**config.mk**
```make
export PLATFORM = sky130hd
export DESIGN_NAME = line_cache
export DESIGN_NICKNAME = d
export VERILOG_FILES = /design/src/hdl/line_cache_pkg.sv /design/src/hdl/tag_store.sv /design/src/hdl/line_store.sv /design/src/hdl/cache_ctrl.sv /design/src/hdl/line_cache.sv
export VERILOG_INCLUDE_DIRS = /design/src /design/src/include
export SDC_FILE = /design/constraint.sdc
export NUM_CORES = 2
export LEC_CHECK = 0
export BUFFER_PORTS_ARGS = -buffer_cell sky130_fd_sc_hd__buf_2
export CAP_MARGIN = 20
export CORE_ASPECT_RATIO = 0.5
export CORE_UTILIZATION = 55
export DETAILED_ROUTE_END_ITERATION = 7
export PLACE_DENSITY = 0.69
export SLEW_MARGIN = 0
export SYNTH_ARGS = -nofsm -noshare
export SYNTH_HDL_FRONTEND = slang
export SYNTH_SLANG_ARGS = --single-unit
```
**constraint.sdc**
```tcl
create_clock -name clk_i -period 12.1 [get_ports clk_i]
set_input_delay 2.42 -clock clk_i [delete_from_list [all_inputs] [get_ports clk_i]]
set_output_delay 2.42 -clock clk_i [all_outputs]
set_load 0.01 [all_outputs]
```
**src/include/line_cache_defs.svh**
```systemverilog
`ifndef LINE_CACHE_DEFS_SVH
`define LINE_CACHE_DEFS_SVH

// byte address seen by the cpu
`define ADDR_W 32

// one cpu word
`define WORD_W 32

// one cache line, moved as a whole on the memory side
`define LINE_W 128
`define WORDS_PER_LINE 4

`endif

```
**src/hdl/line_cache_pkg.sv**
```systemverilog
`default_nettype none

package line_cache_pkg;

    `include "line_cache_defs.svh"

    // address split derived from the shared widths
    localparam int unsigned WORD_SEL_W = $clog2(`WORDS_PER_LINE);
    localparam int unsigned BYTE_SEL_W = $clog2(`WORD_W / 8);
    localparam int unsigned LINE_ADDR_W = `ADDR_W - WORD_SEL_W - BYTE_SEL_W;

    typedef logic [`WORD_W-1:0] word_t;
    // line as an array of words, word 0 in the low bits
    typedef logic [`WORDS_PER_LINE-1:0][`WORD_W-1:0] line_t;
    typedef logic [LINE_ADDR_W-1:0] line_addr_t;

    typedef struct packed {
        line_addr_t            line_addr;
        logic [WORD_SEL_W-1:0] word_sel;
        logic [BYTE_SEL_W-1:0] byte_sel;
    } addr_fields_t;

    // same 32 bits, raw word or line address plus offsets
    typedef union packed {
        logic [`ADDR_W-1:0] raw;
        addr_fields_t       fields;
    } cache_addr_t;

    // full line address kept as tag, index bits included
    typedef struct packed {
        logic       valid;
        logic       dirty;
        line_addr_t line_addr;
    } tag_entry_t;

    typedef struct packed {
        logic        valid;
        logic        we;
        cache_addr_t addr;
        word_t       wdata;
    } cpu_req_t;

    typedef struct packed {
        logic  valid;
        word_t rdata;
    } cpu_resp_t;

    typedef struct packed {
        logic       valid;
        logic       we;
        line_addr_t line_addr;
        line_t      wline;
    } mem_req_t;

    typedef struct packed {
        logic  ack;
        line_t rline;
    } mem_resp_t;

endpackage

`default_nettype wire

```
**src/hdl/tag_store.sv**
```systemverilog
`default_nettype none

module tag_store #(
    parameter int unsigned INDEX_W = 4
) (
    input  logic                       clk_i,
    input  logic                       rst_ni,
    input  logic [INDEX_W-1:0]         rd_index_i,
    input  logic [INDEX_W-1:0]         wr_index_i,
    input  logic                       wr_en_i,
    input  line_cache_pkg::tag_entry_t wr_entry_i,
    output line_cache_pkg::tag_entry_t rd_entry_o
);
    import line_cache_pkg::*;

    localparam int unsigned DEPTH = 2 ** INDEX_W;

    // one valid bit per index
    logic [DEPTH-1:0] valid_q;
    // dirty flag and tag per index
    tag_entry_t       entry_q [DEPTH];
    tag_entry_t       rd_q;

    always_ff @(posedge clk_i or negedge rst_ni) begin
        if (!rst_ni) begin
            valid_q <= '0;
        end else if (wr_en_i) begin
            valid_q[wr_index_i] <= wr_entry_i.valid;
        end
    end

    always_ff @(posedge clk_i) begin
        if (wr_en_i) begin
            entry_q[wr_index_i] <= wr_entry_i;
        end
    end

    // registered read returns the old entry on a same index write
    // valid field taken from valid_q
    always_ff @(posedge clk_i or negedge rst_ni) begin
        if (!rst_ni) begin
            rd_q <= '0;
        end else begin
            rd_q       <= entry_q[rd_index_i];
            rd_q.valid <= valid_q[rd_index_i];
        end
    end

    assign rd_entry_o = rd_q;

endmodule

`default_nettype wire

```
**src/hdl/line_store.sv**
```systemverilog
`default_nettype none

module line_store #(
    parameter int unsigned INDEX_W = 4
) (
    input  logic                  clk_i,
    input  logic [INDEX_W-1:0]    rd_index_i,
    input  logic [INDEX_W-1:0]    wr_index_i,
    input  logic                  wr_en_i,
    input  line_cache_pkg::line_t wr_line_i,
    output line_cache_pkg::line_t rd_line_o
);
    import line_cache_pkg::*;

    localparam int unsigned DEPTH = 2 ** INDEX_W;

    // one full line per index
    line_t line_q [DEPTH];
    line_t rd_q;

    // whole line written at once, from a merge or a fetch
    always_ff @(posedge clk_i) begin
        if (wr_en_i) begin
            line_q[wr_index_i] <= wr_line_i;
        end
    end

    // read one cycle after the index, in step with tag_store
    always_ff @(posedge clk_i) begin
        rd_q <= line_q[rd_index_i];
    end

    assign rd_line_o = rd_q;

endmodule

`default_nettype wire

```
**src/hdl/cache_ctrl.sv**
```systemverilog
`default_nettype none

module cache_ctrl #(
    parameter int unsigned INDEX_W = 4
) (
    input  logic                       clk_i,
    input  logic                       rst_ni,
    // cpu side
    input  line_cache_pkg::cpu_req_t   cpu_req_i,
    output logic                       cpu_ready_o,
    output line_cache_pkg::cpu_resp_t  cpu_resp_o,
    // memory side
    output line_cache_pkg::mem_req_t   mem_req_o,
    input  line_cache_pkg::mem_resp_t  mem_resp_i,
    // tag store
    output logic [INDEX_W-1:0]         tag_rd_index_o,
    output logic [INDEX_W-1:0]         tag_wr_index_o,
    output logic                       tag_wr_en_o,
    output line_cache_pkg::tag_entry_t tag_wr_entry_o,
    input  line_cache_pkg::tag_entry_t tag_rd_i,
    // line store
    output logic [INDEX_W-1:0]         line_rd_index_o,
    output logic [INDEX_W-1:0]         line_wr_index_o,
    output logic                       line_wr_en_o,
    output line_cache_pkg::line_t      line_wr_o,
    input  line_cache_pkg::line_t      line_rd_i
);
    import line_cache_pkg::*;

    typedef enum logic [2:0] {
        IDLE,
        LOOKUP,
        COMPARE,
        WRITE_BACK,
        ALLOCATE
    } state_e;

    state_e state_q, state_d;

    // accepted request, held until the response
    logic        req_we_q;
    cache_addr_t req_addr_q;
    word_t       req_wdata_q;

    // memory request, registered so it stays stable until ack
    logic        mem_valid_q, mem_valid_d;
    logic        mem_we_q, mem_we_d;
    line_addr_t  mem_addr_q, mem_addr_d;
    line_t       mem_wline_q, mem_wline_d;

    logic               accept;
    logic               hit;
    logic [INDEX_W-1:0] index;
    line_t              merged_line;

    // only idle takes a new request
    assign cpu_ready_o = (state_q == IDLE);
    assign accept      = cpu_req_i.valid && cpu_ready_o;

    // index is the low line address bits
    assign index = req_addr_q.fields.line_addr[INDEX_W-1:0];

    // both stores read and write at the request index
    assign tag_rd_index_o  = index;
    assign tag_wr_index_o  = index;
    assign line_rd_index_o = index;
    assign line_wr_index_o = index;

    // full line address compare, tag entry holds it all
    assign hit = tag_rd_i.valid && (tag_rd_i.line_addr == req_addr_q.fields.line_addr);

    // store line with the write word dropped in
    always_comb begin
        merged_line = line_rd_i;
        if (req_we_q) begin
            merged_line[req_addr_q.fields.word_sel] = req_wdata_q;
        end
    end

    always_comb begin
        mem_req_o.valid     = mem_valid_q;
        mem_req_o.we        = mem_we_q;
        mem_req_o.line_addr = mem_addr_q;
        mem_req_o.wline     = mem_wline_q;
    end

    always_comb begin
        state_d     = state_q;
        mem_valid_d = mem_valid_q;
        mem_we_d    = mem_we_q;
        mem_addr_d  = mem_addr_q;
        mem_wline_d = mem_wline_q;

        // rdata is the merged word for a write, the stored word for a read
        cpu_resp_o.valid = 1'b0;
        cpu_resp_o.rdata = merged_line[req_addr_q.fields.word_sel];

        tag_wr_en_o    = 1'b0;
        tag_wr_entry_o = '0;
        line_wr_en_o   = 1'b0;
        line_wr_o      = merged_line;

        case (state_q)
            IDLE: begin
                if (accept) begin
                    state_d = LOOKUP;
                end
            end
            // stores see the index this cycle
            LOOKUP: begin
                state_d = COMPARE;
            end
            COMPARE: begin
                if (hit) begin
                    cpu_resp_o.valid = 1'b1;
                    // write hit, merged line back and mark dirty
                    if (req_we_q) begin
                        tag_wr_en_o    = 1'b1;
                        tag_wr_entry_o = '{
                            valid:     1'b1,
                            dirty:     1'b1,
                            line_addr: req_addr_q.fields.line_addr
                        };
                        line_wr_en_o   = 1'b1;
                    end
                    state_d = IDLE;
                end else begin
                    mem_valid_d = 1'b1;
                    mem_wline_d = line_rd_i;
                    if (tag_rd_i.valid && tag_rd_i.dirty) begin
                        // dirty victim goes out at its own line address
                        mem_we_d   = 1'b1;
                        mem_addr_d = tag_rd_i.line_addr;
                        state_d    = WRITE_BACK;
                    end else begin
                        // clean or empty, straight to the fetch
                        mem_we_d   = 1'b0;
                        mem_addr_d = req_addr_q.fields.line_addr;
                        state_d    = ALLOCATE;
                    end
                end
            end
            WRITE_BACK: begin
                // victim taken, turn the request into the fetch
                if (mem_resp_i.ack) begin
                    mem_we_d   = 1'b0;
                    mem_addr_d = req_addr_q.fields.line_addr;
                    state_d    = ALLOCATE;
                end
            end
            ALLOCATE: begin
                if (mem_resp_i.ack) begin
                    mem_valid_d    = 1'b0;
                    // fill line, clean tag, then re-read as a hit
                    tag_wr_en_o    = 1'b1;
                    tag_wr_entry_o = '{
                        valid:     1'b1,
                        dirty:     1'b0,
                        line_addr: req_addr_q.fields.line_addr
                    };
                    line_wr_en_o   = 1'b1;
                    line_wr_o      = mem_resp_i.rline;
                    state_d        = LOOKUP;
                end
            end
            default: begin
                state_d = IDLE;
            end
        endcase
    end

    always_ff @(posedge clk_i or negedge rst_ni) begin
        if (!rst_ni) begin
            state_q     <= IDLE;
            mem_valid_q <= 1'b0;
            mem_we_q    <= 1'b0;
        end else begin
            state_q     <= state_d;
            mem_valid_q <= mem_valid_d;
            mem_we_q    <= mem_we_d;
        end
    end

    always_ff @(posedge clk_i) begin
        if (accept) begin
            req_we_q    <= cpu_req_i.we;
            req_addr_q  <= cpu_req_i.addr;
            req_wdata_q <= cpu_req_i.wdata;
        end
        mem_addr_q  <= mem_addr_d;
        mem_wline_q <= mem_wline_d;
    end

endmodule

`default_nettype wire

```
**src/hdl/line_cache.sv**
```systemverilog
`default_nettype none

module line_cache #(
    parameter int unsigned INDEX_W = 4
) (
    input  logic                      clk_i,
    input  logic                      rst_ni,
    input  line_cache_pkg::cpu_req_t  cpu_req_i,
    output logic                      cpu_ready_o,
    output line_cache_pkg::cpu_resp_t cpu_resp_o,
    output line_cache_pkg::mem_req_t  mem_req_o,
    input  line_cache_pkg::mem_resp_t mem_resp_i
);
    import line_cache_pkg::*;

    // tag store wires
    logic [INDEX_W-1:0] tag_rd_index;
    logic [INDEX_W-1:0] tag_wr_index;
    logic               tag_wr_en;
    tag_entry_t         tag_wr_entry;
    tag_entry_t         tag_rd;

    // line store wires
    logic [INDEX_W-1:0] line_rd_index;
    logic [INDEX_W-1:0] line_wr_index;
    logic               line_wr_en;
    line_t              line_wr;
    line_t              line_rd;

    tag_store #(
        .INDEX_W(INDEX_W)
    ) tag_store_i (
        .clk_i      (clk_i),
        .rst_ni     (rst_ni),
        .rd_index_i (tag_rd_index),
        .wr_index_i (tag_wr_index),
        .wr_en_i    (tag_wr_en),
        .wr_entry_i (tag_wr_entry),
        .rd_entry_o (tag_rd)
    );

    line_store #(
        .INDEX_W(INDEX_W)
    ) line_store_i (
        .clk_i      (clk_i),
        .rd_index_i (line_rd_index),
        .wr_index_i (line_wr_index),
        .wr_en_i    (line_wr_en),
        .wr_line_i  (line_wr),
        .rd_line_o  (line_rd)
    );

    cache_ctrl #(
        .INDEX_W(INDEX_W)
    ) cache_ctrl_i (
        .clk_i           (clk_i),
        .rst_ni          (rst_ni),
        .cpu_req_i       (cpu_req_i),
        .cpu_ready_o     (cpu_ready_o),
        .cpu_resp_o      (cpu_resp_o),
        .mem_req_o       (mem_req_o),
        .mem_resp_i      (mem_resp_i),
        .tag_rd_index_o  (tag_rd_index),
        .tag_wr_index_o  (tag_wr_index),
        .tag_wr_en_o     (tag_wr_en),
        .tag_wr_entry_o  (tag_wr_entry),
        .tag_rd_i        (tag_rd),
        .line_rd_index_o (line_rd_index),
        .line_wr_index_o (line_wr_index),
        .line_wr_en_o    (line_wr_en),
        .line_wr_o       (line_wr),
        .line_rd_i       (line_rd)
    );

endmodule

`default_nettype wire

```
==> flow_summary.ini <==
[clock_tree]
ctsResizeCount = 0
cts_made_buffers = 243
ctsHoldBuffers = 0
cts_root_buffer = clkbuf_16
clock_latency_ns = 0.91
cts_htree_levels = 4
post_cts_buffers = 0
cts_tree = done
clockBufferDepth = 4
clock_sinks = 2910
clkTransAtPathRegs_ns = 0.06

[sta]
max_freq_mhz = 161.7
report.final.slew_viol_count = 0
setup_viol = 0
fin_crit_ns = 6.183
setup_tns_ns = 0
period_share = 0.5110
maxSlewHeadroom = 0.1733
rsz0062_at_grt = no
hold_violations = 0
worst_pin_slew_ns = 1.240
skew_ns = 0.09387

[setup_path]
slowest_stage = buf_4
crit_family = simple AND/OR/NAND/NOR gates
r2r-start = cache_ctrl_i.req_addr_q[4]
path_max_fanout = 58
cp-end-kind = output pin
required_ns = 9.68
critical_path_class = register to output pin
worst_path_largest_cell_delay_ns = 0.70
worstPathArrival_ns = 3.76
cp-startpoint = cache_ctrl_i.req_addr_q[5]
path_cells = buf_4 -> xnor2_1 -> nand4_1 -> or4_1 -> or2_1 -> nor3_1 -> buf_2
crit_path_start_kind = register
cp_num_buf_inv = 2

[floorplan]
rows = 115
io-pin-count = 389
die_y_microns = 318.2
coreArea_sq_mm = 0.1976
dieWidth_microns = 634.4
start_util = 0.5566
die_area_sq_mm = 0.2018

[detailed_routing]
viasPerCell = 6.587
ant_nets = 0
firstDrtPassIters = 8
vias = 52960
drc_errors = 0
drt-wirelength-per-cell_microns = 35.67
drtIter0Drc = 7583
wl_mm = 286.7

[global_routing]
grt_pass1_wl_mm = 402.5
grt_max_degree = 149
grt_pass1_vias = 53760
grt_usage = 0.2865
antenna_found_initial = 34
grt_remaining_overflow = 0

[layout]
regArea_sq_mm = 0.08585
fin_nets = 5383
fin_util = 0.6255
syn2layout_area_growth_pct = 12.38
finalNonFillerCells = 8039
nFillCells = 13040
drive_gt1_frac = 0.3377
fin_area_sq_mm = 0.1236
multi_input_area_sq_mm = 0.02302

[synth]
yosys.area.top_type = edfxtp_1
synth_top_area_frac = 0.7458
yosysSeqAreaShare = 0.7807
synth_flop_cell = edfxtp_1
synth.cell_area_sq_mm = 0.1100
ys_types = 42
ys_ff_latch = 2910
yosysWarningCount = 0
synthesis.nets = 4834
netlist_instances = 4637
synth-edff-count = 2731
synth_area_leaders = edfxtp_1, mux4_2, dfxtp_1
synth.avg_cell_area_sq_um = 23.71
async_flop_share = 0.01753

[place]
routabilityCongestion = 0.8587
place_inst = 7541
port_buffers = 386
hpwl_mm = 159.4
placed_area_sq_mm = 0.1154

[pwr]
vdd_ir_drop_max_v = 0.0001279
total_power_uw = 25450
p_leak_uw = 0.03953
power_density_mw_per_mm2 = 205.9

[outcome]
status = complete, no violations

[job]
drv_cap = 0

[min_path]
hp-class = register to register
hold_path.startpoint = line_store_i.rd_line_o[81]
synth_stat cells, types with 2 or more instances:
master     instances
nand4_1           11
inv_1              4
a31oi_1           12
mux2i_1          128
o2111ai_1          2
edfxtp_1        2731
and2_1             4
xnor2_1           27
buf_2             49
dfrtp_1           51
a21oi_1           20
o21ai_1          106
buf_1             26
nand3_1            9
nor2_1            13
nand3b_1           3
buf_6             15
buf_4             40
o21ai_0           40
o211ai_1           2
clkbuf_1         129
nor2b_1            5
nand2b_1           4
dfxtp_1          128
nor3_1             3
a21boi_1          27
mux2_2            59
mux4_2           822
nor4_1             3
nand2_1          150
and3_1             3
placed cells by master, fill, tap and decap left out, types with 7 or more instances in the layout:
cell	n
clkbuf_16	244
edfxtp_1	2731
dfxtp_1	128
mux2i_1	128
o21ai_0	34
a31oi_1	12
xnor2_1	27
mux4_2	822
nor2_1	13
clkbuf_8	40
nand2_1	150
clkinv_1	30
buf_12	18
diode_2	20
nand4_1	11
a21boi_1	27
mux2_2	59
a21oi_4	16
clkinv_2	48
dfrtp_1	51
clkbuf_1	66
buf_2	393
o21ai_1	112
bufinv_16	20
nand3_1	7
buf_4	142
report_power, final:
part           total [uW]  leakage (uW)  switching (uW)  internal (uW)
combinational        4200       0.00947            2550           1650
clock                7830       0.00385            3510           4320
sequential          13400        0.0262             772          12600
total               25400        0.0395            6830          18600
kinds of logic (layout without fill, tap and decap cells):
logic type      after synthesis  in the layout  synth area share
flops                      2910           2910            0.7807
buf+inv                     263           1013           0.01192
other cells                   0             20                 0
xor+xnor                     27             27          0.002151
mux                        1009           1009            0.1860
compound gates              213            213           0.01067
simple gates                215            215          0.008522
sequential cells by signal (all words and copies together) (netlist names):
name and flops:
cache_ctrl_i.req_wdata_q 32, cache_ctrl_i.mem_req_o 128, tag_store_i.entry_q 464, cache_ctrl_i.state_q 3, tag_store_i.rd_entry_o 30, cache_ctrl_i.mem_addr_q 28
cache_ctrl_i.req_addr_q 30, tag_store_i.valid_q 16, line_store_i.rd_line_o 128, line_store_i.line_q 2048, cache_ctrl_i.req_we_q 1, cache_ctrl_i.mem_valid_q 1
cache_ctrl_i.mem_we_q 1
metal layers:
layer | vias up | part of all wire | GRT usage
li1 | 20820 | - | -
met1 | 28480 | 0.38 | 0.4152
met2 | 3178 | 0.47 | 0.4385
met3 | 474 | 0.11 | 0.05505
met4 | 4 | 0.043 | 0.1120
met5 | - | 0.000059 | 0
metrics by stage:
stage | hold WS [ns] | setup WS, ns
after floorplan | 0.4246 | 1.151
after global placement | 0.4409 | 6.127
after detailed placement | 0.4503 | 6.003
after CTS | 0.4654 | 5.816
after global routing | 0.4789 | 5.747
final | 0.4641 | 5.917
path summary, 6_finish.rpt:
kind / end / cells past startpoint / slack [ns]
max: cpu_resp_o[32] / 7 / 5.92
min in group asynchronous: tag_store_i.rd_entry_o[16] / 2 / 1.70
min reg2reg: cache_ctrl_i.mem_req_o[81] / 0 / 0.46
max in group asynchronous: tag_store_i.rd_entry_o[10] / 2 / 9.71
min: cache_ctrl_i.mem_req_o[81] / 0 / 0.46
max reg2reg: line_store_i.rd_line_o[31] / 8 / 6.37
cell type report:
class,count,share of cell area
Multi-Input combinational cell,1464,0.1863
Timing Repair Buffer,563,0.02868
Clock inverter,105,0.008252
Antenna cell,20,0.0004050
Clock buffer,341,0.05487
Sequential cell,2910,0.6947
Inverter,4,0.0001620
Tap cell,2632,0.02665
Note: power is estimated with default switching activity, not from simulation.
